$ cat src/hw/soc_bus_pkg.sv
package soc_bus_pkg;

	// width of one bus word and of a byte address
	localparam int WORD_W = 32;
	localparam int ADDR_W = 32;

	// byte lane bits below the word index
	localparam int BYTE_OFF_W = 2;

	typedef logic [WORD_W-1:0] word_t;
	typedef logic [ADDR_W-1:0] addr_t;

	// bus owner as seen by the arbiter
	typedef enum logic {
		HOST_0 = 1'b0,
		HOST_1 = 1'b1
	} host_sel_t;

	// byte address to word index, targets see word addresses only
	function automatic addr_t word_addr(addr_t byte_addr);
		addr_t idx;
		idx = '0;
		idx[ADDR_W-BYTE_OFF_W-1:0] = byte_addr[ADDR_W-1:BYTE_OFF_W];
		return idx;
	endfunction

endpackage
$ cat src/hw/soc_map_pkg.sv
package soc_map_pkg;

	// region bases, main memory is everything below bit 31
	localparam soc_bus_pkg::addr_t MAIN_BASE = 32'h0000_0000;
	localparam soc_bus_pkg::addr_t SCRATCH_BASE = 32'h8000_0000;
	localparam soc_bus_pkg::addr_t GPIO_BASE = 32'h9000_0000;
	localparam soc_bus_pkg::addr_t TIMER_BASE = 32'h9100_0000;

	// bit that splits main memory from mmio space
	localparam int MAIN_OFF_W = 31;

	// device select field inside mmio space
	localparam int DEV_SEL_MSB = 31;
	localparam int DEV_SEL_LSB = 24;
	localparam int MMIO_OFF_W = DEV_SEL_LSB;

	// gpio word offsets
	localparam soc_bus_pkg::addr_t GPIO_LED = 32'd0;
	localparam soc_bus_pkg::addr_t GPIO_IN = 32'd1;
	localparam soc_bus_pkg::addr_t GPIO_IRQ_EN = 32'd2;

	// timer word offsets
	localparam soc_bus_pkg::addr_t TIMER_MTIME = 32'd0;
	localparam soc_bus_pkg::addr_t TIMER_MTIMECMP = 32'd1;
	localparam soc_bus_pkg::addr_t TIMER_MSIP = 32'd2;

	typedef enum logic [2:0] {
		TGT_MAIN, TGT_SCRATCH, TGT_GPIO, TGT_TIMER, TGT_NONE
	} tgt_t;

endpackage

$ cat src/hw/mem_bus_if.sv
`timescale 1ns/10ps

// one bus segment, strobes out and a one cycle ready back
interface mem_bus_if;

	soc_bus_pkg::addr_t a;
	soc_bus_pkg::word_t d;
	logic we;
	logic rd;
	soc_bus_pkg::word_t spo;
	logic ready;

	// side that issues accesses
	modport host (
		output a, d, we, rd,
		input spo, ready
	);

	// side that answers them
	modport dev (
		input a, d, we, rd,
		output spo, ready
	);

endinterface

$ cat src/hw/gpio_regs.sv
`timescale 1ns/10ps

module gpio_regs (
	input logic clk_main,
	input logic rst_n,
	mem_bus_if.dev mem,
	input logic [1:0] sw,
	input logic [1:0] btn,
	output logic [3:0] led,
	output logic irq
);

	logic irq_en;

	always_ff @(posedge clk_main) begin
		if (!rst_n) begin
			led <= '0;
			irq_en <= 1'b0;
		end else if (mem.we) begin
			case (mem.a)
				soc_map_pkg::GPIO_LED: led <= mem.d[3:0];
				soc_map_pkg::GPIO_IRQ_EN: irq_en <= mem.d[0];
				default: ;
			endcase
		end
	end

	// readback, switches sit above buttons
	always_ff @(posedge clk_main) begin
		if (mem.rd) begin
			case (mem.a)
				soc_map_pkg::GPIO_LED: mem.spo <= {28'd0, led};
				soc_map_pkg::GPIO_IN: mem.spo <= {28'd0, sw, btn};
				soc_map_pkg::GPIO_IRQ_EN: mem.spo <= {31'd0, irq_en};
				default: mem.spo <= '0;
			endcase
		end
	end

	always_ff @(posedge clk_main) begin
		if (!rst_n) begin
			mem.ready <= 1'b0;
		end else begin
			mem.ready <= mem.rd || mem.we;
		end
	end

	// level irq while any button is held
	assign irq = irq_en && (|btn);

endmodule

$ cat src/flat_wrapper.sv
// flat-port wrapper written by rule: the top's interface ports become plain ports
module gpio_regs_flat 
  (clk_main, rst_n, sw, btn, led, irq, mem_a, mem_d, mem_we, mem_rd, mem_spo, mem_ready);
  mem_bus_if mem_i ();
  input logic clk_main;
  input logic rst_n;
  input logic [1:0] sw;
  input logic [1:0] btn;
  output logic [3:0] led;
  output logic irq;
  input wire logic [$bits(mem_i.a)-1:0] mem_a;
  input wire logic [$bits(mem_i.d)-1:0] mem_d;
  input wire logic [$bits(mem_i.we)-1:0] mem_we;
  input wire logic [$bits(mem_i.rd)-1:0] mem_rd;
  output wire logic [$bits(mem_i.spo)-1:0] mem_spo;
  output wire logic [$bits(mem_i.ready)-1:0] mem_ready;
  assign mem_i.a = mem_a;
  assign mem_i.d = mem_d;
  assign mem_i.we = mem_we;
  assign mem_i.rd = mem_rd;
  assign mem_spo = mem_i.spo;
  assign mem_ready = mem_i.ready;
  gpio_regs u_core (.clk_main(clk_main), .rst_n(rst_n), .mem(mem_i), .sw(sw), .btn(btn), .led(led), .irq(irq));
endmodule
$ cat config.mk
export PLATFORM = sky130hd
export DESIGN_NAME = gpio_regs_flat
export DESIGN_NICKNAME = d
export VERILOG_FILES = /design/src/hw/soc_bus_pkg.sv /design/src/hw/soc_map_pkg.sv /design/src/hw/mem_bus_if.sv /design/src/hw/gpio_regs.sv /design/src/flat_wrapper.sv
export SDC_FILE = /design/constraint.sdc
export NUM_CORES = 1
export LEC_CHECK = 0
export BUFFER_PORTS_ARGS = -buffer_cell sky130_fd_sc_hd__buf_2
export CAP_MARGIN = 20
export CORE_MARGIN = 2
export CORE_UTILIZATION = 30
export CTS_BUF_LIST = sky130_fd_sc_hd__clkbuf_4 sky130_fd_sc_hd__clkbuf_8 sky130_fd_sc_hd__clkbuf_16
export DETAILED_ROUTE_END_ITERATION = 6
export GPL_TIMING_DRIVEN = 0
export PLACE_DENSITY_LB_ADDON = 0.2
export SYNTH_ARGS = -nofsm -noshare
export SYNTH_HDL_FRONTEND = slang
export SYNTH_SLANG_ARGS = --single-unit
$ cat constraint.sdc
create_clock -name clk_main -period 1.5 [get_ports clk_main]
set_input_delay 0 -clock clk_main [delete_from_list [all_inputs] [get_ports clk_main]]
set_output_delay 0 -clock clk_main [all_outputs]
set_load 0.05 [all_outputs]
---- Yosys cells after proc, flatten, opt, wreduce, memory -nomap -nowiden ----
Cells that the tools add are included.
storage, ports and cells
  register bits ........................... 38
  latch bits .............................. 0
  RAM bits ................................ 0
  memory bits (read-only) ................. 0
  bits of input ports ..................... 72
  word-level logic and storage cells ...... 13
  memories kept ........................... 0
cells by class
  $add $sub $neg .......................... 0
  multipliers ............................. 0
  divide/modulo/power cells ............... 0
  order comparisons ....................... 0
  eq/ne operators ......................... 2
  shift-type cells ........................ 0
  muxes and demuxes ....................... 1
  bitwise operators ....................... 0
  reductions and logical operators ........ 6
operators by type and width
  cell                                                  number
  equality test 32 x 1 -> 1 bit, second input constant  1
  equality test 32 x 2 -> 1 bit, second input constant  1
  zero test 32 bit                                      1
  one-hot mux 4 bit (3 select lines)                    1
  AND reduction 2 bit                                   2
  OR reduction 2 bit                                    1
  logical AND 1 bit                                     1
  logical OR 1 bit                                      1

---- Longest topological paths before layout ----
  word-level depth ........................ 2
  gate-level depth with buffers ........... 5
  depth with buffers taken out ............ 4

---- Worst setup path before layout ----
No wires, ideal clock.
  path kind ............................... in2reg
  from .................................... input mem_a[29]
  to ...................................... register u_core.irq_en
  library setup time ...................... 0.131 ns
  arrival time ............................ 1.112 ns
  required time ........................... 1.369 ns
  slack ................................... 0.257 ns
  cell stages on the path ................. 4
  path buffers ............................ 0
  cells stage by stage .................... or4_4 nand4b_4 o311ai_1 o41ai_1
between the ends
  word-level cells in the longest chain between the ends .. 2
ends and longest elaborated chain
  what                                  RTL line            RTL
  from (decl)                           flat_wrapper.sv:11  input wire logic [$bits(mem_i.a)-1:0] mem_a;
  equality test 32 x 2 -> 1 bit         gpio_regs.sv:20     case (mem.a)
  AND reduction 2 bit (no source line)  n/a
  to (signal assigned)                  gpio_regs.sv:22     soc_map_pkg::GPIO_IRQ_EN: irq_en <= mem.d[0];
  to (decl)                             gpio_regs.sv:13     logic irq_en;
Every way passes these cells.
A chain may end at the register's enable or synchronous reset.

---- Worst setup path after layout ----
  from .................................... input mem_we
  to ...................................... register u_core.led[2]
between the ends
  word-level cells in the longest chain between the ends .. 1
ends and longest elaborated chain
  what                                  RTL line            RTL
  from (decl)                           flat_wrapper.sv:13  input wire logic [$bits(mem_i.we)-1:0] mem_we;
  AND reduction 2 bit (no source line)  n/a
  to (signal assigned)                  gpio_regs.sv:21     soc_map_pkg::GPIO_LED: led <= mem.d[3:0];
  to (decl)                             gpio_regs.sv:9      output logic [3:0] led,
Every way passes these cells.

==> key figures <==
Pwr
  • Clock power frac: 0.278
  • Leakage: 0.689 nW
  • Sequential power share: 0.330
  • Total net switching power: 0.331 mW
  • Sw Share: 0.376
  • Worst IR Drop VDD: 383 uV
  • Power Dens Cells: 704 mW/mm^2
  • Logic pwr share: 0.392
  • Internal: 0.549 mW

STA
  • Clk_skew: 0.937 ps
  • Highest Clock Rate: 766 MHz
  • Final slew viol count: 0
  • Fin crit share: 0.871
  • Worst setup margin: 194 ps
  • Hold violation count in the final report: 0
  • Final min period: 1310 ps
  • RSZ-0062 raised after global routing: no
  • Final Setup Violations: 0

Clock tree
  • CTS Buffer Depth: 2
  • Root Driver: clkbuf_4
  • Max H-tree Level: 1
  • Clock-pin transition on the worst setup and hold timing paths: 70 ps
  • Num CTS Buffers: 3
  • Post-CTS Setup Inserts: 0
  • Clock latency on the worst-skew pair: 260 ps
  • CTS tree: done
  • Clock sink total: 10

Critical path
  • Critical path arrival: 1500 ps
  • CP Capture Type: register
  • Setup CP Type: in2reg
  • CP Launch Type: primary input
  • Crit path required time: 1700 ps
  • Worst Path Max Fanout: 4

Floorplanning
  • Die W: 54.9 um
  • Site Rows: 18
  • Core region area: 0.00248 sq mm
  • Die height: 54.9 um
  • Die footprint: 0.00302 sq mm
  • Number of I/O pins: 110
  • Initial Util: 0.314

Layout
  • Layout area overhead: 60.6%
  • Non-Filler Instances: 198
  • Register Area: 240 sq um
  • Fill cell count: 240
  • Area of the multi-input gates: 420 sq um
  • Layout cell share with drive strength beyond 1: 0.524
  • Layout Nets: 241
  • Final Cell Area: 0.00125 sq mm
  • Antenna Cells: 0

Flow run
  • MaxCap Viol Count: 0

Synthesis
  • Most frequent cell after synthesis: buf_4
  • Cell area after synthesis: 778 sq um
  • Largest cells by area after synthesis: buf_4 27%, dfxtp_1 15%, edfxtp_1 15%
  • Synth Warn #: 0
  • Number of synthesized register bits: 10
  • Area fraction of the dominant cell type after synthesis: 0.270
  • Area leader, netlist: buf_4
  • Commonest cells post-synth: 28 x buf_4, 8 x mux2i_1, 8 x nand2_1
  • Post-synth EDFFs: 4
  • Share of flip-flops with an asynchronous set or reset: 0
  • Register area share after synthesis: 0.309
  • Mean Syn Cell Area: 9.38 sq um
  • Synth Instances: 83
  • Synth Flop Type: dfxtp_1
  • Netlist cell types: 22

Detailed routing
  • DRT iter0 DRCs: 18
  • 1st-pass router iterations: 4
  • Vias: 804
  • Routed wire per std cell: 9.99 um
  • Routed WL: 1980 um
  • Vias per cell: 4.06
  • DRC errors left: 0
  • Routed Antenna Nets: 0

Placed design
  • Cells after DPL: 190
  • Dpl ws: -10.8 ps
  • Post-DP HPWL: 1670 um
  • Gpl congestion: 0.730
  • Placed cell area: 0.00117 sq mm
  • Port Buf Inserts: 50

GRT
  • GRT Util Overall: 0.122
  • Global-route wire length before repair: 2680 um
  • Vias in the first global route: 677
  • Antenna violations before repair: 0
  • Grt ovf: 0
  • Pin count of the biggest net entering global routing: 11

Min path
  • Hold Path Class: in2reg

Outcome
  • Status: completed
## placed cells by master, fill, tap and decap left out
master / count
nand3b_1: 1
clkbuf_4: 3
nand4_1: 2
dlygate4sd3_1: 4
nor3_1: 1
clkbuf_1: 3
buf_2: 50
nor2_1: 2
nor4_1: 6
mux2i_1: 8
dfxtp_1: 6
nor4_2: 3
clkbuf_8: 1
nand2_1: 8
edfxtp_1: 4
buf_4: 28
inv_1: 1
nand4b_4: 1
nor3b_1: 1
o311ai_1: 1
nor3_4: 1
a31oi_1: 1
or4_4: 1
conb_1: 28
o41ai_1: 1
o21a_1: 2
## critical path, stage by stage
cell	delay, ps
dlygate4sd3_1	520
buf_2	130
nor3b_1	180
nand4_1	160
nor3_4	300
mux2i_1	210
## power by group through the flow
stage / clock network, mW / registers [mW] / logic (mW)
floorplan: 0 / 0.324 / 0.237
global placement: 0 / 0.296 / 0.330
detailed placement: 0 / 0.297 / 0.333
CTS: 0.249 / 0.290 / 0.341
global route: 0.256 / 0.291 / 0.366
finish: 0.245 / 0.290 / 0.345
## per-layer routing
| layer | share of wire | track usage | vias up |
|---|---|---|---|
| met5 | 0 | 0 | - |
| met4 | 0.0071 | 0.0447 | 0 |
| met3 | 0.076 | 0.0188 | 2 |
| met2 | 0.58 | 0.254 | 40 |
| met1 | 0.34 | 0.115 | 348 |
| li1 | - | - | 414 |
## logic make-up (layout without fill, tap and decap cells)
group,after synthesis,after routing,synth area share
buffers and inverters,32,90,0.289
AND/OR/NAND/NOR,27,27,0.244
flip-flops,10,10,0.309
multiplexers,8,8,0.103
AO/OA/AOI/OAI,5,5,0.0498
other,1,28,0.00482
## path summary, 6_finish.rpt
path,slack [ps],depth (start not counted),from,end
max,190,6,mem_we,u_core.led[2]
min reg2reg,480,2,u_core.led[3],u_core.led[3]
max reg2reg,520,4,u_core.irq_en,u_core.mem.spo[0]
min,10,1,mem_rd,u_core.mem.spo[2]
## registers in the layout (all words and copies together), names as in the netlist
| register | cells |
|---|---|
| u_core.led | 4 |
| u_core.mem.spo | 4 |
| u_core.mem.ready | 1 |
| u_core.irq_en | 1 |
## metrics by stage
step	hold slack, ps	total power, mW	util	setup TNS [ps]
CTS	13.2	0.880	0.502	0
global route	21.1	0.913	0.505	0
detailed placement	250	0.630	0.471	-34.8
floorplan	110	0.562	-	0
finish	12.3	0.880	0.505	0
global placement	250	0.626	0.471	0
## cell type report
class / count / share of cell area
Buffer: 31 / 0.177
Clock buffer: 4 / 0.0290
Inverter: 1 / 0.00300
Multi-Input combinational cell: 68 / 0.336
Sequential cell: 10 / 0.192
Tap cell: 30 / 0.0300
Timing Repair Buffer: 54 / 0.232
## what timing repair did
item,CTS,global route
hold endpoints to repair,4,0
gates resized for setup,0,1
hold buffers,4,0
setup endpoints to repair,0,2
No activity file was read; power rests on OpenSTA's default activity.
