$ cat config.mk
export PLATFORM = sky130hd
export DESIGN_NAME = core_timer_flat
export DESIGN_NICKNAME = d
export VERILOG_FILES = /design/src/hw/soc_bus_pkg.sv /design/src/hw/soc_map_pkg.sv /design/src/hw/mem_bus_if.sv /design/src/hw/core_timer.sv /design/src/flat_wrapper.sv
export SDC_FILE = /design/constraint.sdc
export NUM_CORES = 1
export LEC_CHECK = 0
export BUFFER_PORTS_ARGS = -buffer_cell sky130_fd_sc_hd__buf_2
export CORE_MARGIN = 2
export CORE_UTILIZATION = 52
export CTS_BUF_LIST = sky130_fd_sc_hd__clkbuf_8 sky130_fd_sc_hd__clkbuf_16
export CTS_CLUSTER_DIAMETER = 80
export CTS_CLUSTER_SIZE = 10
export DETAILED_ROUTE_END_ITERATION = 6
export GPL_ROUTABILITY_DRIVEN = 0
export PLACE_DENSITY = 0.76
export SYNTH_ARGS = -nofsm -noshare
export SYNTH_HDL_FRONTEND = slang
export SYNTH_SLANG_ARGS = --single-unit
$ cat constraint.sdc
create_clock -name clk_main -period 2.7 [get_ports clk_main]
set_clock_uncertainty 0.1 [all_clocks]
set_input_delay 0.54 -clock clk_main [delete_from_list [all_inputs] [get_ports clk_main]]
set_output_delay 0.54 -clock clk_main [all_outputs]
set_load 0.02 [all_outputs]
$ cat src/hw/soc_bus_pkg.sv
package soc_bus_pkg;

	// width of one bus word and of a byte address
	localparam int WORD_W = 32;
	localparam int ADDR_W = 32;

	// byte lane bits below the word index
	localparam int BYTE_OFF_W = 2;

	typedef logic [WORD_W-1:0] word_t;
	typedef logic [ADDR_W-1:0] addr_t;

	// bus owner as seen by the arbiter
	typedef enum logic {
		HOST_0 = 1'b0,
		HOST_1 = 1'b1
	} host_sel_t;

	// byte address to word index, targets see word addresses only
	function automatic addr_t word_addr(addr_t byte_addr);
		addr_t idx;
		idx = '0;
		idx[ADDR_W-BYTE_OFF_W-1:0] = byte_addr[ADDR_W-1:BYTE_OFF_W];
		return idx;
	endfunction

endpackage
$ cat src/hw/soc_map_pkg.sv
package soc_map_pkg;

	// region bases, main memory is everything below bit 31
	localparam soc_bus_pkg::addr_t MAIN_BASE = 32'h0000_0000;
	localparam soc_bus_pkg::addr_t SCRATCH_BASE = 32'h8000_0000;
	localparam soc_bus_pkg::addr_t GPIO_BASE = 32'h9000_0000;
	localparam soc_bus_pkg::addr_t TIMER_BASE = 32'h9100_0000;

	// bit that splits main memory from mmio space
	localparam int MAIN_OFF_W = 31;

	// device select field inside mmio space
	localparam int DEV_SEL_MSB = 31;
	localparam int DEV_SEL_LSB = 24;
	localparam int MMIO_OFF_W = DEV_SEL_LSB;

	// gpio word offsets
	localparam soc_bus_pkg::addr_t GPIO_LED = 32'd0;
	localparam soc_bus_pkg::addr_t GPIO_IN = 32'd1;
	localparam soc_bus_pkg::addr_t GPIO_IRQ_EN = 32'd2;

	// timer word offsets
	localparam soc_bus_pkg::addr_t TIMER_MTIME = 32'd0;
	localparam soc_bus_pkg::addr_t TIMER_MTIMECMP = 32'd1;
	localparam soc_bus_pkg::addr_t TIMER_MSIP = 32'd2;

	typedef enum logic [2:0] {
		TGT_MAIN, TGT_SCRATCH, TGT_GPIO, TGT_TIMER, TGT_NONE
	} tgt_t;

endpackage

$ cat src/hw/mem_bus_if.sv
`timescale 1ns/10ps

// one bus segment, strobes out and a one cycle ready back
interface mem_bus_if;

	soc_bus_pkg::addr_t a;
	soc_bus_pkg::word_t d;
	logic we;
	logic rd;
	soc_bus_pkg::word_t spo;
	logic ready;

	// side that issues accesses
	modport host (
		output a, d, we, rd,
		input spo, ready
	);

	// side that answers them
	modport dev (
		input a, d, we, rd,
		output spo, ready
	);

endinterface

$ cat src/hw/core_timer.sv
`timescale 1ns/10ps

module core_timer #(
	parameter int TIMER_DIV = 1000
) (
	input logic clk_main,
	input logic rst_n,
	mem_bus_if.dev mem,
	output logic t_irq,
	output logic s_irq
);

	localparam int DIV_W = (TIMER_DIV > 1) ? $clog2(TIMER_DIV) : 1;

	logic [DIV_W-1:0] div_cnt;
	logic tick;
	logic mtime_wr;
	soc_bus_pkg::word_t mtime;
	soc_bus_pkg::word_t mtimecmp;
	logic msip;

	// prescaler, one tick per TIMER_DIV cycles
	assign tick = (div_cnt == DIV_W'(TIMER_DIV - 1));

	always_ff @(posedge clk_main) begin
		if (!rst_n || tick) begin
			div_cnt <= '0;
		end else begin
			div_cnt <= div_cnt + 1'b1;
		end
	end

	assign mtime_wr = mem.we && (mem.a == soc_map_pkg::TIMER_MTIME);

	always_ff @(posedge clk_main) begin
		if (!rst_n) begin
			mtime <= '0;
			mtimecmp <= '1;
			msip <= 1'b0;
		end else begin
			// a software write wins over the tick
			if (mtime_wr)
				mtime <= mem.d;
			else if (tick)
				mtime <= mtime + 1'b1;
			if (mem.we && (mem.a == soc_map_pkg::TIMER_MTIMECMP))
				mtimecmp <= mem.d;
			if (mem.we && (mem.a == soc_map_pkg::TIMER_MSIP))
				msip <= mem.d[0];
		end
	end

	always_ff @(posedge clk_main) begin
		if (mem.rd) begin
			case (mem.a)
				soc_map_pkg::TIMER_MTIME: mem.spo <= mtime;
				soc_map_pkg::TIMER_MTIMECMP: mem.spo <= mtimecmp;
				soc_map_pkg::TIMER_MSIP: mem.spo <= {31'd0, msip};
				default: mem.spo <= '0;
			endcase
		end
	end

	always_ff @(posedge clk_main) begin
		if (!rst_n) begin
			mem.ready <= 1'b0;
		end else begin
			mem.ready <= mem.rd || mem.we;
		end
	end

	assign t_irq = (mtime >= mtimecmp);
	assign s_irq = msip;

	mtime_monotonic: assert property (
		@(posedge clk_main) disable iff (!rst_n)
		!$past(mtime_wr) |-> (mtime >= $past(mtime))
	);

endmodule

$ cat src/flat_wrapper.sv
// flat-port wrapper written by rule: the top's interface ports become plain ports
module core_timer_flat 
#(
	parameter int TIMER_DIV = 1000
)
  (clk_main, rst_n, t_irq, s_irq, mem_a, mem_d, mem_we, mem_rd, mem_spo, mem_ready);
  mem_bus_if mem_i ();
  input logic clk_main;
  input logic rst_n;
  output logic t_irq;
  output logic s_irq;
  input wire logic [$bits(mem_i.a)-1:0] mem_a;
  input wire logic [$bits(mem_i.d)-1:0] mem_d;
  input wire logic [$bits(mem_i.we)-1:0] mem_we;
  input wire logic [$bits(mem_i.rd)-1:0] mem_rd;
  output wire logic [$bits(mem_i.spo)-1:0] mem_spo;
  output wire logic [$bits(mem_i.ready)-1:0] mem_ready;
  assign mem_i.a = mem_a;
  assign mem_i.d = mem_d;
  assign mem_i.we = mem_we;
  assign mem_i.rd = mem_rd;
  assign mem_spo = mem_i.spo;
  assign mem_ready = mem_i.ready;
  core_timer #(.TIMER_DIV(TIMER_DIV)) u_core (.clk_main(clk_main), .rst_n(rst_n), .mem(mem_i), .t_irq(t_irq), .s_irq(s_irq));
endmodule
---- Word level (Yosys, flattened, before mapping) ----
Index checks and enable logic that the tools add are counted.
word-level totals
  register bits ........................... 108
  word-level logic and storage cells ...... 23
  output and inout bits ................... 35
  bits of input ports ..................... 68
operators by class
  equal/unequal tests ..................... 3
  muxes and demuxes ....................... 3
  magnitude comparators ................... 1
  add/sub/neg operators ................... 2
  reduce and logical (&&, ||, !) cells .... 8
operators by type and width
  operator                                              number
  one-hot mux 32 bit (3 select lines)                   1
  two-way mux 32 bit                                    2
  adder 32 x 1 -> 32 bit, second input constant         1
  equality test 32 x 1 -> 1 bit, second input constant  1
  equality test 32 x 2 -> 1 bit, second input constant  1
  >= comparator 32 bit                                  1
  zero test 32 bit                                      1
  adder 10 x 1 -> 10 bit, second input constant         1
  equality test 10 bit, second input constant           1
  logical AND 1 bit                                     3
  logical OR 1 bit                                      2
  nonzero test 2 bit                                    1
  zero test 1 bit                                       1

---- Logic depth before layout (Yosys ltp) ----
  depth after elaboration ................. 3
  mapped depth ............................ 7
  mapped depth without buffers ............ 7

---- Worst setup path after synthesis ----
Ideal clock, no wire load.
  path kind ............................... input to register
  start ................................... input port mem_a[15]
  end ..................................... register u_core.mtimecmp[10]
  stages on the path ...................... 5
  arrival ................................. 2,260 ps
  setup slack ............................. 198 ps
  cell sequence ........................... nor4_1 -> nand4_1 -> nor4_1 -> clkbuf_1 -> o211ai_1
on the way
  longest elaborated chain between the ends .. 2
RTL lines
  what                           RTL line            RTL
  start, declared                flat_wrapper.sv:12  input wire logic [$bits(mem_i.a)-1:0] mem_a;
  equality test 32 x 1 -> 1 bit  core_timer.sv:46    if (mem.we && (mem.a == soc_map_pkg::TIMER_MTIMECMP))
  logical AND 1 bit              core_timer.sv:46
  end signal, assigned           core_timer.sv:47    mtimecmp <= mem.d;
  end, declared                  core_timer.sv:19    soc_bus_pkg::word_t mtimecmp;
Every way passes these cells.
A chain may end at the register's enable or synchronous reset.

---- Final worst setup path ----
  start ................................... register u_core.mtime[0]
  end ..................................... output port t_irq
on the way
  longest elaborated chain between the ends .. 1
RTL lines
  what                    RTL line            RTL
  start, declared         core_timer.sv:18    soc_bus_pkg::word_t mtime;
  start signal, assigned  core_timer.sv:43    mtime <= mem.d;
  start signal, assigned  core_timer.sv:45    mtime <= mtime + 1'b1;
  >= comparator 32 bit    core_timer.sv:72    assign t_irq = (mtime >= mtimecmp);
  end, declared           flat_wrapper.sv:10  output logic t_irq;
Every way passes these cells.

==> results.tsv <==
metric	value	unit
run status	complete, but fails checks	
failing checks	negative setup slack	
share of layout cells above drive strength 1	28.3	%
Slew Viols, Final	0	
cell area power density	412	nW/um^2
Mean Syn Cell Area	9.40	sq um
hpwl dp	9720	um
Ports	103	
Post-synth EDFFs	32	
worst-margin pin slew	821	ps
vias in the first global route	5088	
grt ovf	0	
Non-Filler Instances	843	
CP max stage cell	nor4_4	
n_diodes	0	
Cell variety after synth	46	
P_leak	2.90	nW
syn_nets	685	
worst-skew pair later-pin latency	380	ps
post-synthesis sequential area ratio	45.3	%
clock-pin transition on the worst setup and hold timing paths	110	ps
CTS Buffer Depth	2	
min cycle time layout	2800	ps
Yosys warnings	0	
full die area	11400	sq um
Iter 0 DRT Violations	365	
Initial Utilization	53.3	%
Layout area overhead	23.7	%
DRC	0	
max_slew headroom	45.3	%
core area	10300	sq um
Worst setup EP type	output pin	
detail-routed net length per standard cell	17.0	um
worst path arrival time	2160	ps
WP data required	2060	ps
fraction of the cycle the final worst path needs	104	%
Vias per Instance	5.93	
Mapped Cells	583	
global-route wire length before repair	23900	um
CTS sink cnt	108	
CTS tree	yes	
TritonCTS buffer count	9	
Buffers on Ports	102	
worst path cell trace	inv_2 > ha_4 > nand2b_4 > a2111oi_4 > a2111oi_4 > nor4_4 > o21ai_4 > buf_6	
DRT Pass-1 Iters	5	
Cell Area, Synth	5480	sq um
Setup-failing EPs final	1	
Critical Path Start Type	flip-flop	
maxcap violations	0	
number of instances in the placed design	826	
Max Fclk	358	MHz
Total GRT Usage	26.1	%
Chip Width	107	um
Finished Cell Area	6780	sq um
Seq cells post-synth	108	
Crit path top cell by count	a2111oi_4	
CTS Root Cell	clkbuf_8	
worst vdd ir	219	uV
Site Rows	37	
async set-reset flop share out of synthesis	0	%
H-tree levels	3	
Worst Path Buf+Inv	2	
Hold Path Class	primary input to flip-flop	
DR vias	5002	
Die Ht	107	um
CP peak stage delay	390	ps
Min Hold Slack	291	ps
Post-Place Cell Area	6380	sq um
Crit Path Category	flip-flop to output pin	
ys flop type	dfxtp_1	
RSZ-0062 raised after global routing	yes	
nets@finish	804	
DRT antenna net count	0	
cell family with most CP delay	simple AND/OR/NAND/NOR gates	
antenna violations before repair	0	
Fin. Hold Viols	0	
CP max FO	2	
largest net degree at the start of global routing	65	
Worst Slack Setup Final	-97.1	ps
DRT Wirelength	14400	um
[worst paths after layout]
kind	cells after the start	from	slack [ps]	endpoint
setup / recovery	8	u_core.mtime[0]	-100	t_irq
hold / removal	3	mem_d[8]	290	u_core.mtimecmp[8]
setup reg to reg	5	u_core.div_cnt[3]	130	u_core.mtime[25]
hold reg to reg	1	u_core.div_cnt[0]	390	u_core.div_cnt[0]
[logic make-up (layout without fill, tap and decap cells)]
family | count (synthesis) | count (layout) | synth area share, %
and+or+nand+nor | 170 | 170 | 16.4
AOI/OAI and AO/OA | 161 | 161 | 19.6
DFF | 108 | 108 | 45.3
buffers and inverters | 74 | 198 | 5.07
adders and majority gates | 34 | 34 | 7.77
xor gates and xnor gates | 33 | 33 | 5.28
muxes | 3 | 3 | 0.548
[routing by layer]
| layer | track usage, % | routed length (um) |
|---|---|---|
| met2 | 46.5 | 7500 |
| met3 | 5.35 | 597 |
| met1 | 31.1 | 6070 |
| met5 | 0 | 0 |
| met4 | 9.55 | 195 |
[timing repair]
item	4_1_cts	5_1_grt
setup buffers	2	0
hold endpoints to repair	0	0
pin swaps	6	10
hold buffers	0	0
gates resized for setup	25	25
setup endpoints to repair	1	2
[area by class of cell]
class,count,area [sq um]
clock buffers,9,124
clock inverters,7,58.8
fillers,868,3500
inverters,41,154
multi-input cells,401,2900
flip-flops and latches,108,2500
well taps,136,170
repair buffers,141,860
[tightest hold or removal path: stages]
cell      delay, ps
buf_2            80
nand2_1          40
o211ai_1         80
[metrics by stage]
stage	worst slack [ps]	setup TNS [ps]	util [%]	total power, mW
after floorplan	198	0	-	1.79
after global placement	32.6	0	62.1	1.88
after detailed placement	-4.05	-4.05	62.1	1.89
after CTS	-123	-123	65.0	2.81
after global routing	-194	-194	65.9	2.88
final	-97.1	-97.1	65.9	2.79
[state kept, by name (all words and copies together) (netlist names)]
name              count
u_core.div_cnt       10
u_core.mem.ready      1
u_core.mem.spo       32
u_core.mtime         32
u_core.mtimecmp      32
u_core.s_irq          1
[synth_stat cells (all sizes together) (18+ instances only)]
cell	n	area, sq um
nand4	20	125
o211ai	31	233
clkbuf	30	113
nand2	55	206
edfxtp	32	961
xnor2	26	228
a22o	31	272
o21ai	42	210
a21oi	34	170
dfxtp	76	1520
nor4	19	119
ha	34	425
inv	41	154
nand3	18	90.1
[cell usage in the layout (no fill, tap or decap), drive strengths merged, types with 20 or more instances in the layout]
cell type and count:
o211ai 31, o21ai 42, nand4 20, inv 44
edfxtp 32, a21oi 34, xnor2 26, dfxtp 76
a22o 31, nand2 55, ha 34, buf 141
[power by group]
part / switching [mW] / internal (mW) / total (mW)
Sequential: 0.00780 / 1.68 / 1.69
Clock: 0.591 / 0.351 / 0.942
Combinational: 0.0942 / 0.0626 / 0.157
Total: 0.693 / 2.10 / 2.79
Power figures use the tool's default switching activity.
