`config.mk`:
```
export PLATFORM = sky130hd
export DESIGN_NAME = bus_arbiter_flat
export DESIGN_NICKNAME = d
export VERILOG_FILES = /design/src/hw/soc_bus_pkg.sv /design/src/hw/mem_bus_if.sv /design/src/hw/bus_arbiter.sv /design/src/flat_wrapper.sv
export SDC_FILE = /design/constraint.sdc
export NUM_CORES = 1
export LEC_CHECK = 0
export BUFFER_PORTS_ARGS = -buffer_cell sky130_fd_sc_hd__buf_2
export CORE_AREA = 2 2 117 119
export CTS_CLUSTER_DIAMETER = 150
export DETAILED_ROUTE_END_ITERATION = 8
export DIE_AREA = 0 0 119 121
export PLACE_DENSITY = 0.43
export SLEW_MARGIN = 20
export SYNTH_ARGS = -nofsm -noshare
export SYNTH_HDL_FRONTEND = slang
export SYNTH_SLANG_ARGS = --single-unit
```
`constraint.sdc`:
```
create_clock -name clk_main -period 1.9 [get_ports clk_main]
set_input_delay 0.475 -clock clk_main [delete_from_list [all_inputs] [get_ports clk_main]]
set_output_delay 0.475 -clock clk_main [all_outputs]
set_load 0.01 [all_outputs]
```
`src/hw/soc_bus_pkg.sv`:
```
package soc_bus_pkg;

	// width of one bus word and of a byte address
	localparam int WORD_W = 32;
	localparam int ADDR_W = 32;

	// byte lane bits below the word index
	localparam int BYTE_OFF_W = 2;

	typedef logic [WORD_W-1:0] word_t;
	typedef logic [ADDR_W-1:0] addr_t;

	// bus owner as seen by the arbiter
	typedef enum logic {
		HOST_0 = 1'b0,
		HOST_1 = 1'b1
	} host_sel_t;

	// byte address to word index, targets see word addresses only
	function automatic addr_t word_addr(addr_t byte_addr);
		addr_t idx;
		idx = '0;
		idx[ADDR_W-BYTE_OFF_W-1:0] = byte_addr[ADDR_W-1:BYTE_OFF_W];
		return idx;
	endfunction

endpackage
```
`src/hw/mem_bus_if.sv`:
```
`timescale 1ns/10ps

// one bus segment, strobes out and a one cycle ready back
interface mem_bus_if;

	soc_bus_pkg::addr_t a;
	soc_bus_pkg::word_t d;
	logic we;
	logic rd;
	soc_bus_pkg::word_t spo;
	logic ready;

	// side that issues accesses
	modport host (
		output a, d, we, rd,
		input spo, ready
	);

	// side that answers them
	modport dev (
		input a, d, we, rd,
		output spo, ready
	);

endinterface

```
`src/hw/bus_arbiter.sv`:
```
`timescale 1ns/10ps

module bus_arbiter (
	input logic clk_main,
	input logic rst_n,
	input logic req0,
	input logic req1,
	output logic gnt0,
	output logic gnt1,
	mem_bus_if.dev h0,
	mem_bus_if.dev h1,
	mem_bus_if.host bus
);

	soc_bus_pkg::host_sel_t owner;
	logic busy;
	logic owner_req;

	assign owner_req = (owner == soc_bus_pkg::HOST_1) ? req1 : req0;

	// fixed priority on an idle bus and held until the owner lets go
	always_ff @(posedge clk_main) begin
		if (!rst_n) begin
			busy <= 1'b0;
			owner <= soc_bus_pkg::HOST_0;
		end else if (!busy) begin
			if (req0) begin
				busy <= 1'b1;
				owner <= soc_bus_pkg::HOST_0;
			end else if (req1) begin
				busy <= 1'b1;
				owner <= soc_bus_pkg::HOST_1;
			end
		end else if (!owner_req) begin
			busy <= 1'b0;
		end
	end

	assign gnt0 = busy && (owner == soc_bus_pkg::HOST_0);
	assign gnt1 = busy && (owner == soc_bus_pkg::HOST_1);

	// winner onto the shared segment
	assign bus.a = gnt1 ? h1.a : h0.a;
	assign bus.d = gnt1 ? h1.d : h0.d;
	assign bus.we = (gnt0 && h0.we) || (gnt1 && h1.we);
	assign bus.rd = (gnt0 && h0.rd) || (gnt1 && h1.rd);

	// owner only changes a cycle after release and still names
	// the host whose last strobe is being answered
	assign h0.spo = (owner == soc_bus_pkg::HOST_0) ? bus.spo : '0;
	assign h1.spo = (owner == soc_bus_pkg::HOST_1) ? bus.spo : '0;
	assign h0.ready = bus.ready && (owner == soc_bus_pkg::HOST_0);
	assign h1.ready = bus.ready && (owner == soc_bus_pkg::HOST_1);

	// a grant stays put while its request is held
	gnt_held: assert property (
		@(posedge clk_main) disable iff (!rst_n)
		(gnt0 && req0) || (gnt1 && req1) |=> $stable({gnt0, gnt1})
	);

	gnt0_needs_req: assert property (
		@(posedge clk_main) disable iff (!rst_n)
		$rose(gnt0) |-> $past(req0)
	);

	gnt1_needs_req: assert property (
		@(posedge clk_main) disable iff (!rst_n)
		$rose(gnt1) |-> $past(req1)
	);

endmodule

```
`src/flat_wrapper.sv`:
```
// flat-port wrapper written by rule: the top's interface ports become plain ports
module bus_arbiter_flat 
  (clk_main, rst_n, req0, req1, gnt0, gnt1, h0_a, h0_d, h0_we, h0_rd, h0_spo, h0_ready, h1_a, h1_d, h1_we, h1_rd, h1_spo, h1_ready, bus_a, bus_d, bus_we, bus_rd, bus_spo, bus_ready);
  mem_bus_if h0_i ();
  mem_bus_if h1_i ();
  mem_bus_if bus_i ();
  input logic clk_main;
  input logic rst_n;
  input logic req0;
  input logic req1;
  output logic gnt0;
  output logic gnt1;
  input wire logic [$bits(h0_i.a)-1:0] h0_a;
  input wire logic [$bits(h0_i.d)-1:0] h0_d;
  input wire logic [$bits(h0_i.we)-1:0] h0_we;
  input wire logic [$bits(h0_i.rd)-1:0] h0_rd;
  output wire logic [$bits(h0_i.spo)-1:0] h0_spo;
  output wire logic [$bits(h0_i.ready)-1:0] h0_ready;
  input wire logic [$bits(h1_i.a)-1:0] h1_a;
  input wire logic [$bits(h1_i.d)-1:0] h1_d;
  input wire logic [$bits(h1_i.we)-1:0] h1_we;
  input wire logic [$bits(h1_i.rd)-1:0] h1_rd;
  output wire logic [$bits(h1_i.spo)-1:0] h1_spo;
  output wire logic [$bits(h1_i.ready)-1:0] h1_ready;
  output wire logic [$bits(bus_i.a)-1:0] bus_a;
  output wire logic [$bits(bus_i.d)-1:0] bus_d;
  output wire logic [$bits(bus_i.we)-1:0] bus_we;
  output wire logic [$bits(bus_i.rd)-1:0] bus_rd;
  input wire logic [$bits(bus_i.spo)-1:0] bus_spo;
  input wire logic [$bits(bus_i.ready)-1:0] bus_ready;
  assign h0_i.a = h0_a;
  assign h0_i.d = h0_d;
  assign h0_i.we = h0_we;
  assign h0_i.rd = h0_rd;
  assign h0_spo = h0_i.spo;
  assign h0_ready = h0_i.ready;
  assign h1_i.a = h1_a;
  assign h1_i.d = h1_d;
  assign h1_i.we = h1_we;
  assign h1_i.rd = h1_rd;
  assign h1_spo = h1_i.spo;
  assign h1_ready = h1_i.ready;
  assign bus_a = bus_i.a;
  assign bus_d = bus_i.d;
  assign bus_we = bus_i.we;
  assign bus_rd = bus_i.rd;
  assign bus_i.spo = bus_spo;
  assign bus_i.ready = bus_ready;
  bus_arbiter u_core (.clk_main(clk_main), .rst_n(rst_n), .req0(req0), .req1(req1), .gnt0(gnt0), .gnt1(gnt1), .h0(h0_i), .h1(h1_i), .bus(bus_i));
endmodule
```
* Word level (Yosys, flattened, before mapping)
Cells that the tools add are included.
Widths: inputs -> output; s select.
** Word-level totals
- Flip-flop bits (word level) :: 2
- Input bits :: 169
- Output and inout port bits :: 134
- Word-level logic and storage cells :: 27
** Operators by class
- Mux-type cells :: 11
- Bitwise operators :: 2
- Reduce and logical (&&, ||, !) cells :: 12
** Operators with widths (number)
- $mux 32 :: 4
- $logic_and 1x1->1 :: 8
- $mux 1 :: 7
- $logic_or 1x1->1 :: 2
- $not 1->1 :: 2
- $reduce_and 2->1 :: 1
- $reduce_bool 2->1 :: 1

* Depth between registers and ports, before layout
Gate-level depths: netlist of run 1.
- Word-level depth :: 4
- Gate-level depth with buffers :: 5
- Mapped depth without buffers :: 2

* Worst setup path after synthesis of run 1
Ideal clock, no wire load.
- Path kind :: register to output
- Start :: register u_core.owner
- End :: output bus_a[0]
- Arrival :: 1.137 ns
- Required time :: 1.425 ns
- Slack :: 0.288 ns
- Stages on the path, launching flop included :: 6
- Path buffers :: 3
- Path through :: dfxtp_1 > buf_4 > nand2_1 > buf_6 > buf_6 > mux2_4
** Between the ends
- Longest elaborated chain between the ends :: 2
** RTL lines
- from (decl) :: line bus_arbiter.sv:15 : soc_bus_pkg::host_sel_t owner;
- from (signal assigned) :: line bus_arbiter.sv:25 : owner <= soc_bus_pkg::HOST_0;
- from (signal assigned) :: line bus_arbiter.sv:29 : owner <= soc_bus_pkg::HOST_0;
- from (signal assigned) :: line bus_arbiter.sv:32 : owner <= soc_bus_pkg::HOST_1;
- $logic_and 1x1->1 :: line bus_arbiter.sv:40 : assign gnt1 = busy && (owner == soc_bus_pkg::HOST_1);
- $mux 32 :: line bus_arbiter.sv:43 : assign bus.a = gnt1 ? h1.a : h0.a;
- to (decl) :: line flat_wrapper.sv:25 : output wire logic [$bits(bus_i.a)-1:0] bus_a;
Every way passes these cells.

* Final worst setup path of run 1
- Start :: register u_core.busy
- End :: output bus_d[1]
** Between the ends
- Longest elaborated chain between the ends :: 2
** RTL lines
- from (decl) :: line bus_arbiter.sv:16 : logic busy;
- from (signal assigned) :: line bus_arbiter.sv:24 : busy <= 1'b0;
- from (signal assigned) :: line bus_arbiter.sv:28 : busy <= 1'b1;
- from (signal assigned) :: line bus_arbiter.sv:31 : busy <= 1'b1;
- $logic_and 1x1->1 :: line bus_arbiter.sv:40
- $mux 32 :: line bus_arbiter.sv:44 : assign bus.d = gnt1 ? h1.d : h0.d;
- to (decl) :: line flat_wrapper.sv:26 : output wire logic [$bits(bus_i.d)-1:0] bus_d;
Every way passes these cells.

==> results of run 1 <==
repair_timing:
| action | CTS | global route |
|---|---|---|
| setup buffers | 0 | 3 |
| resized for setup | 2 | 2 |
| gates cloned | 0 | 1 |
| setup endpoints to repair | 56 | 51 |
| pin swaps | 1 | 1 |
metrics by stage:
stage               instances  util [%]
finish                    641      26.2
global route              639      26.1
CTS                       635      25.8
detailed placement        632      25.2
global placement          632      25.2
floorplan                 160         -
layer usage:
layer  part of all wire [%]  up-vias  track usage, %
met2                     49      178            19.9
met4                   0.48        0            1.34
li1                       -     1150               -
met3                     12        2            3.99
met1                     38     1030            12.4
met5                      0        -               0
cell type report:
type / count / area, um^2
Antenna cell: 2 / 5.00
Clock buffer: 3 / 75.1
Fill cell: 1445 / 9660
Inverter: 3 / 11.3
Multi-Input combinational cell: 141 / 1420
Sequential cell: 2 / 47.5
Tap cell: 176 / 220
Timing Repair Buffer: 314 / 1640
sequential cells by signal, indices dropped and copies added (netlist names):
register / flops
u_core.owner: 1
u_core.busy: 1
critical path, cell delays in order, from the launching register on:
cell,delay [ns]
dfxtp_4,0.37
nand2_8,0.12
buf_12,0.17
mux2_2,0.34
buf_2,0.14
cells in the final DEF (no fill, tap or decap):
cell type / Yosys / final
buf_12: 0 / 3
clkbuf_16: 0 / 3
buf_4: 1 / 9
o221a_2: 2 / 2
a21boi_0: 1 / 1
nand2_4: 0 / 1
buf_2: 1 / 302
mux2_2: 15 / 15
nand2b_1: 1 / 1
nor2b_1: 36 / 36
and2_1: 33 / 33
mux2_4: 49 / 49
inv_1: 3 / 3
mux2i_1: 2 / 2
nand2_8: 0 / 1
dfxtp_4: 0 / 2
diode_2: 0 / 2
worst max path at each step:
stage | from | end | slack [ns] | cells past startpoint
floorplan | u_core.owner$_SDFFE_PN0P_ | bus_a[0] | 0.29 | 5
global placement | u_core.owner$_SDFFE_PN0P_ | bus_d[0] | 0.18 | 4
detailed placement | u_core.busy$_SDFF_PN0_ | bus_d[0] | 0.17 | 4
CTS | u_core.owner$_SDFFE_PN0P_ | bus_d[1] | 0.008 | 4
global route | u_core.owner$_SDFFE_PN0P_ | bus_d[1] | 0.003 | 4
finish | u_core.busy$_SDFF_PN0_ | bus_d[1] | 0.06 | 4
cells by family (layout without fill, tap and decap cells):
| family | Yosys count | in the layout | synth area share (%) |
|---|---|---|---|
| and+or+nand+nor | 71 | 72 | 28.4 |
| AOI/OAI and AO/OA | 3 | 3 | 1.93 |
| buffers and inverters | 18 | 320 | 7.57 |
| muxes | 66 | 66 | 59.5 |
| DFF | 2 | 2 | 2.58 |
| other | 0 | 2 | 0 |
report_power, final:
part	internal [mW]	switching (mW)	total, mW
sequential	0.0454	0.0102	0.0556
combinational	0.425	0.319	0.743
clock	0.268	0.0455	0.313
total	0.737	0.375	1.11
==> run metrics, run 1 <==
Core Rows 42; max_cap viols 0; fraction of the yosys area taken by sequential cells 2.58%; PD cells 325 nW/um^2; Worst slew margin 84.0%; via count 2360; synthesized net count 329; GRT Resource Usage Total 10.9%; TritonCTS clock tree done; GP Congestion 0.756; number of global-route vias before repair 2272; initial drt markers 37; clk root buf clkbuf_16; setup ws final 0.0593 ns; critical path class reg2out; Avg Cell Area, Syn 9.71 um^2; WP data required 1.42 ns; DR WL/cell 13.7 um; layout cells sized above 1 83.6%; DRC Markers 0; IO buf count 302; Pre-antenna DRT Iters 4; Final Power 1.11 mW; max-slew violation count 0; setup_tns 0 ns; clk buf depth 2; R2R depth 3; hold path cells 2; EDFF count, synth 0; largest cells by area after synthesis mux2_4, nor2b_1, and2_1; area growth from synthesis to layout 120%; status completed; Leak 2.14 nW; I/O Pins 303; final worst path period share 96.9%; DP Area 3290 um^2; CP Capture Type output pin; Synth Flop Type dfxtp_1; global-route wire length before repair 12.2 mm; most common library cells after synthesis mux2_4, nor2b_1, and2_1; final net count 634; nature of the critical path startpoint flop; worst hold path class in2reg; final-report hold violation count 0; synthesis-stage register bit count 2; yosys warns 0; H-tree levels 1; peak supply drop 0.369 mV; r2r startpoint u_core.owner$_SDFFE_PN0P_; top cell type's share of synthesized area 47.3%; count leader, synth mux2_4; RSZ-0062 raised after global routing no; Antenna Nets Post-Route 0; R2R Path End u_core.busy$_SDFF_PN0_; final std cell area, no fill 3420 um^2; max frequency 543 MHz; Hold Crit Start rst_n; Arr. time, crit path 1.37 ns; clock skew 0.00316 ns; async set-reset flop share out of synthesis 0%; Initial Util 11.9%; die area 14400 um^2; CTS sink cnt 2; # setup viols final 0; Crit Path Max Fanout 15; Place WS 0.171 ns; chip width 119 um; CTS buffer count 3; initial antenna violation count 3; Post-CTS Hold Fix Bufs 0; Congestion Overflow GR 0; Min Hold Slack 0.517 ns; Hold Path Sink u_core.owner$_SDFFE_PN0P_; worst slew pin tran 0.239 ns; WL final 8.77 mm; Yosys cell types 15; Vias/cell 3.68; Clock transition at path regs 0.03 ns; Core Area 13100 um^2; Die H 121 um; Worst-Skew Late Latency 0.22 ns; largest net degree at the start of global routing 72; HPWL after DPL 7.97 mm; Post-Synthesis Cells 160; flop-to-flop setup slack 0.74 ns; Tmin final 1.84 ns; Post-Syn Area 1550 um^2; area leader, netlist mux2_4
(Power assumes the default switching activity.)
==> run 2: changes to the inputs <==
==> constraint.sdc (replaced) <==
create_clock -name clk_main -period 1.89 [get_ports clk_main]
set_input_delay 0.4725 -clock clk_main [delete_from_list [all_inputs] [get_ports clk_main]]
set_output_delay 0.4725 -clock clk_main [all_outputs]
set_load 0.01 [all_outputs]
==> run 2 against run 1 <==
Cell count did not move; critical endpoint is now bus_a[15]; via count up 0.13%; total power increased by 0.85%.
==> run metrics, run 2 (synthesis gave the netlist of run 1 again) <==
status completed; WL final 8.77 mm (about the same); Initial Util 11.9% (unchanged); HPWL after DPL 7.97 mm (unchanged); Vias/cell 3.69 (+0.13%); IO buf count 302 (unchanged); RSZ-0062 raised after global routing no; GRT Resource Usage Total 10.9% (unchanged); Congestion Overflow GR 0 (unchanged); Core Rows 42 (unchanged); Arr. time, crit path 1.37 ns (about the same); # setup viols final 0 (unchanged); CP startpoint u_core.owner$_SDFFE_PN0P_; slowest stage cell, crit path dfxtp_4; CP Capture Type output pin; most common cell after layout, fill and taps aside buf_2; setup ws final 0.0494 ns (-0.00988 ns); number of global-route vias before repair 2272 (unchanged); setup_tns 0 ns (unchanged); area growth from synthesis to layout 121%; GP Congestion 0.756 (unchanged); r2r startpoint u_core.owner$_SDFFE_PN0P_; most frequent cells in the layout buf_2, mux2_4, nor2b_1; WP data required 1.42 ns (about the same); CP bufs+invs 2 (unchanged); Pre-antenna DRT Iters 4 (unchanged); final worst path period share 97.4%; global-route wire length before repair 12.2 mm (unchanged); clk root buf clkbuf_16; die area 14400 um^2 (unchanged); critical path class reg2out; Worst slew margin 84.0% (about the same); via count 2363 (+0.13%); PD cells 326 nW/um^2 (+0.44%); DR WL/cell 13.7 um (about the same); Regs by FF count u_core.busy x1, u_core.owner x1; Die H 121 um (unchanged); delay-heaviest family, CP flip-flops; worst hold path class in2reg; TritonCTS clock tree done; Tmin final 1.84 ns; Place WS 0.164 ns (-0.00750 ns); clk buf depth 2 (unchanged); Worst-Skew Late Latency 0.22 ns (about the same); CTS sink cnt 2 (unchanged); Final Power 1.12 mW (+0.85%); slowest stage delay, CP 0.40 ns (+0.03 ns); max-slew violation count 0 (unchanged); initial antenna violation count 3 (unchanged); critical path, cell by cell nand2_8 -> buf_4 -> mux2_4 -> buf_2; max frequency 543 MHz; initial drt markers 30 (-19%); max_cap viols 0 (unchanged); Hold Crit Start rst_n; final net count 634 (unchanged); Leak 2.15 nW (+0.43%); Crit Path Max Fanout 7 (-8); chip width 119 um (unchanged); I/O Pins 303 (unchanged); final-report hold violation count 0 (unchanged); largest net degree at the start of global routing 72 (unchanged); clock skew 0.00316 ns (unchanged); DRC Markers 0 (unchanged); worst slew pin tran 0.239 ns (-0.0000823 ns); H-tree levels 1 (unchanged); Clock transition at path regs 0.03 ns (about the same); Core Area 13100 um^2 (unchanged); CTS buffer count 3 (unchanged); layout cells sized above 1 83.6% (unchanged); peak supply drop 0.371 mV (+0.48%); Antenna Nets Post-Route 0 (unchanged); nature of the critical path startpoint flop
## run 2: cell types whose count changed in the layout (fill, tap and decap cells not counted)
cell,before,now
buf_6,0,2
mux2_4,49,50
buf_2,302,301
buf_4,9,8
mux2_2,15,14
## run 2: cell type report
cell class                      count  area, um^2
Clock buffer                        3        75.1
Timing Repair Buffer              314        1650
Multi-Input combinational cell    141        1430
Antenna cell                        2        5.00
Fill cell                        1443        9650
Tap cell                          176         220
Inverter                            3        11.3
Sequential cell                     2        47.5
## run 2: report_power, final
part           leakage (nW)  total, mW  internal [mW]  switching, mW
logic                  2.10      0.751          0.430          0.321
registers            0.0178     0.0558         0.0456         0.0102
clock network        0.0370      0.315          0.269         0.0458
## run 2: worst paths after layout
check	to	slack (ns)	cells after the start
worst max-delay path	bus_a[15]	0.05	4
worst min-delay path	u_core.owner$_SDFFE_PN0P_	0.51	2
worst max register to register	u_core.busy$_SDFF_PN0_	0.73	3
worst min register to register	u_core.owner$_SDFFE_PN0P_	0.77	2
## run 2: through the flow
stage          hold slack (ns)  area (um^2)  cells  utilization [%]
2_1_floorplan            0.589         1550    160                -
3_3_place_gp             0.735         3290    632             25.2
3_5_place_dp             0.740         3290    632             25.2
4_1_cts                  0.511         3380    635             25.8
5_1_grt                  0.516         3430    639             26.2
6_report                 0.514         3440    641             26.3
## run 2: per-layer routing
| metal | wire length, um | vias to the layer above | GRT usage [%] |
|---|---|---|---|
| li1 | - | 1151 | - |
| met1 | 3360 | 1032 | 12.4 |
| met2 | 4320 | 178 | 19.9 |
| met3 | 1040 | 2 | 3.99 |
| met4 | 42 | 0 | 1.34 |
| met5 | 0 | - | 0 |
## run 2: timing repair
action | in CTS | in global routing
setup endpoints to repair | 57 | 56
pin swaps | 1 | 1
cloned | 0 | 1
gates resized for setup | 2 | 5
hold buffers | 0 | 0
setup buffers | 0 | 3
==> run 3: changes to the inputs <==
--- a/config.mk
+++ b/config.mk
@@ -5,12 +5,13 @@
 export SDC_FILE = /design/constraint.sdc
 export NUM_CORES = 1
 export LEC_CHECK = 0
+export ABC_AREA = 1
 export BUFFER_PORTS_ARGS = -buffer_cell sky130_fd_sc_hd__buf_2
 export CORE_AREA = 2 2 117 119
 export CTS_CLUSTER_DIAMETER = 150
 export DETAILED_ROUTE_END_ITERATION = 8
 export DIE_AREA = 0 0 119 121
-export PLACE_DENSITY = 0.43
+export PLACE_DENSITY = 0.42
 export SLEW_MARGIN = 20
 export SYNTH_ARGS = -nofsm -noshare
 export SYNTH_HDL_FRONTEND = slang
==> run 3 against run 2 <==
Global-route usage decreased by 0.41 points; critical path type unchanged; cell count increased by 30%; total power decreased by 4.3%; critical endpoint is now bus_a[30]; count of clock-buffer cells in the layout unchanged.
==> run metrics, run 3 <==
Regs by FF count u_core.busy x1, u_core.owner x1; chip width 119 um (unchanged); count leader, synth nand2_1; CTS buffer count 3 (unchanged); final net count 829 (+31%); CP dominant cell by count nand2_1; clock skew 0.000386 ns (-0.00277 ns); via count 2930 (+24%); # setup viols final 0 (unchanged); top sig layer met4; Hold Path Sink u_core.busy$_SDFF_PN0_; max-slew violation count 0 (unchanged); DP Area 3160 um^2 (-3.9%); largest cells by area after synthesis nand2_1, inv_1, nor2_1; R2R depth 4 (+1); met1 wire length 3.29 mm (-2.3%); internal power 0.651 mW (-13%); dpl cells 830 (+31%); DR WL/cell 10.5 um (-23%); Avg Cell Area, Syn 4.04 um^2 (-58%); largest net degree at the start of global routing 62 (-14%); Post-CTS Hold Fix Bufs 0 (unchanged); Compound-Gate Fraction of Synth Area 0.673% (-1.3 points); largest family of logic cells by synthesized area simple AND/OR/NAND/NOR gates; switching power 0.422 mW (+12%); flop-to-flop setup slack 0.85 ns (+0.12 ns); Antenna Nets Post-Route 0 (unchanged); global-route wire length before repair 12.1 mm (-1.1%); Synth Area in Adders 0% (unchanged); Worst-Skew Late Latency 0.22 ns (about the same); delay-heaviest family, CP buffers and inverters; Setup Buffers After CTS 0 (unchanged); setup_tns 0 ns (unchanged); number of global-route vias before repair 2515 (+11%); Core Rows 42 (unchanged); Clock Power Share 29.7% (+1.6 points); Gate power share 65.7% (-1.3 points); Worst slew margin 84.0% (about the same); status completed; CP bufs+invs 2 (unchanged); TritonCTS clock tree done; clk root buf clkbuf_16; Crit Path Max Fanout 22 (+15); RSZ-0062 raised after global routing no; Place WS 0.252 ns (+0.0887 ns); GRT Resource Usage Total 10.5% (-0.41 points); H-tree levels 1 (unchanged); max frequency 564 MHz (+3.8%); peak supply drop 0.106 mV (-72%); Synth Flop Type dfxtp_1; Pre-antenna DRT Iters 6 (+2); synthesized net count 537 (+63%); worst slew pin tran 0.240 ns (+0.000617 ns); initial antenna violation count 1 (-2); layout cells sized above 1 47.9% (-36 points); yosys warns 0 (unchanged); part of the power in registers 4.7% (-0.3 points); top cell type's share of synthesized area 59.6% (+12 points); Leak 2.56 nW (+19%); area growth from synthesis to layout 120%; post-synthesis simple-gate area fraction 68.6% (+40 points); async set-reset flop share out of synthesis 0% (unchanged); GP Congestion 0.761 (+0.67%); Final Power 1.07 mW (-4.3%); r2r startpoint u_core.owner$_SDFFE_PN0P_; HPWL after DPL 7.30 mm (-8.4%); area leader, netlist nand2_1; fraction of synthesized cell area in xor and xnor cells 0% (unchanged); post_cts resized 0 (-2); slowest stage cell, crit path dfxtp_4; CP Capture Type output pin; fraction of the yosys area taken by sequential cells 2.69% (+0.12 points); most common library cells after synthesis nand2_1, inv_1, nor2_1; die area 14400 um^2 (unchanged); Post-Synthesis Cells 368 (+130%); Die H 121 um (unchanged); multiplexer area fraction after synthesis 0% (-60 points); synthesis-stage register bit count 2 (unchanged); WP data required 1.42 ns (about the same); Initial Util 11.4% (-0.52 points); max_cap viols 0 (unchanged); Core Area 13100 um^2 (unchanged); critical path class reg2out; nature of the critical path startpoint flop; EDFF count, synth 0 (unchanged); final worst path period share 93.9% (-3.5 points); I/O Pins 303 (unchanged); IO buf count 302 (unchanged); met3 wire len 820 um (-21%); Arr. time, crit path 1.30 ns (-0.07 ns); most common cell after layout, fill and taps aside buf_2; Hold Crit Start rst_n; critical path, cell by cell nand2_2 -> buf_4 -> nand2_1 -> nand2_1 -> buf_2; routed wl met2 4.59 mm (+6.4%); WL final 8.76 mm (about the same); CTS sink cnt 2 (unchanged); end-of-flow core utilization 25.0% (-1.3 points); Post-Syn Area 1490 um^2 (-4.3%); hold path cells 3 (+1); Congestion Overflow GR 0 (unchanged); Vias/cell 3.51 (-4.7%); most frequent cells in the layout buf_2, nand2_1, inv_1; final std cell area, no fill 3270 um^2 (-4.8%); PD cells 328 nW/um^2 (+0.60%); Tmin final 1.77 ns (-0.0667 ns); R2R Path End u_core.busy$_SDFF_PN0_; initial drt markers 69 (+130%); DRC Markers 0 (unchanged); Non-Filler Instances 834 (+30%); clk buf depth 2 (unchanged); setup ws final 0.116 ns (+0.0667 ns); Clock transition at path regs 0.03 ns (about the same); Min Hold Slack 0.487 ns (-0.0270 ns); slowest stage delay, CP 0.36 ns (-0.04 ns); worst hold path class in2reg; # diodes 0 (-2); Yosys cell types 10 (-5); final-report hold violation count 0 (unchanged); Net Sw Frac 39.3% (+5.7 points)
-- run 3: changes by cell type after synthesis, moves of 33 or more --
| cell | previous run | this run |
|---|---|---|
| nor2b_1 | 36 | 0 |
| inv_1 | 3 | 70 |
| and2_1 | 33 | 0 |
| nand2_1 | 1 | 236 |
| mux2_4 | 49 | 0 |
| nor2_1 | 0 | 34 |
-- run 3: worst max-delay path by stage --
stage | startpoint | end | slack [ns] | depth (start not counted)
final | u_core.owner$_SDFFE_PN0P_ | bus_a[30] | 0.12 | 5
after global routing | u_core.owner$_SDFFE_PN0P_ | bus_d[16] | 0.01 | 5
after CTS | u_core.owner$_SDFFE_PN0P_ | bus_d[31] | 0.02 | 6
after detailed placement | u_core.owner$_SDFFE_PN0P_ | bus_d[31] | 0.25 | 6
after global placement | u_core.owner$_SDFFE_PN0P_ | bus_d[31] | 0.28 | 6
after floorplan | u_core.owner$_SDFFE_PN0P_ | bus_a[0] | 0.50 | 6
-- run 3: cells by family (layout without fill, tap and decap cells) --
family | after synthesis | after routing
compound gates | 2 | 2
buf+inv | 93 | 383
flops | 2 | 2
simple gates | 271 | 271
-- run 3: cell type report --
class	count	area, um^2
Sequential cell	2	43.8
Clock buffer	3	75.1
Tap cell	176	220
Multi-Input combinational cell	273	1030
Timing Repair Buffer	309	1630
Fill cell	1534	9820
Inverter	71	269
-- run 3: routing by layer --
| metal | up-vias | GRT usage, % |
|---|---|---|
| li1 | 1595 | - |
| met1 | 1160 | 10.7 |
| met2 | 169 | 21.3 |
| met3 | 6 | 2.68 |
| met4 | 0 | 2.01 |
| met5 | - | 0 |
-- run 3: worst min-delay path, stage by stage --
cell and delay [ns]:
buf_2 0.11, inv_1 0.05, a21oi_1 0.03
-- run 3: power by group through the flow --
stage               registers [mW]  logic, mW  clock network [mW]
global route                0.0510      0.782               0.328
floorplan                   0.0476      0.320                   0
global placement            0.0511      0.714                   0
CTS                         0.0507      0.712               0.325
detailed placement          0.0512      0.709                   0
finish                      0.0500      0.705               0.319
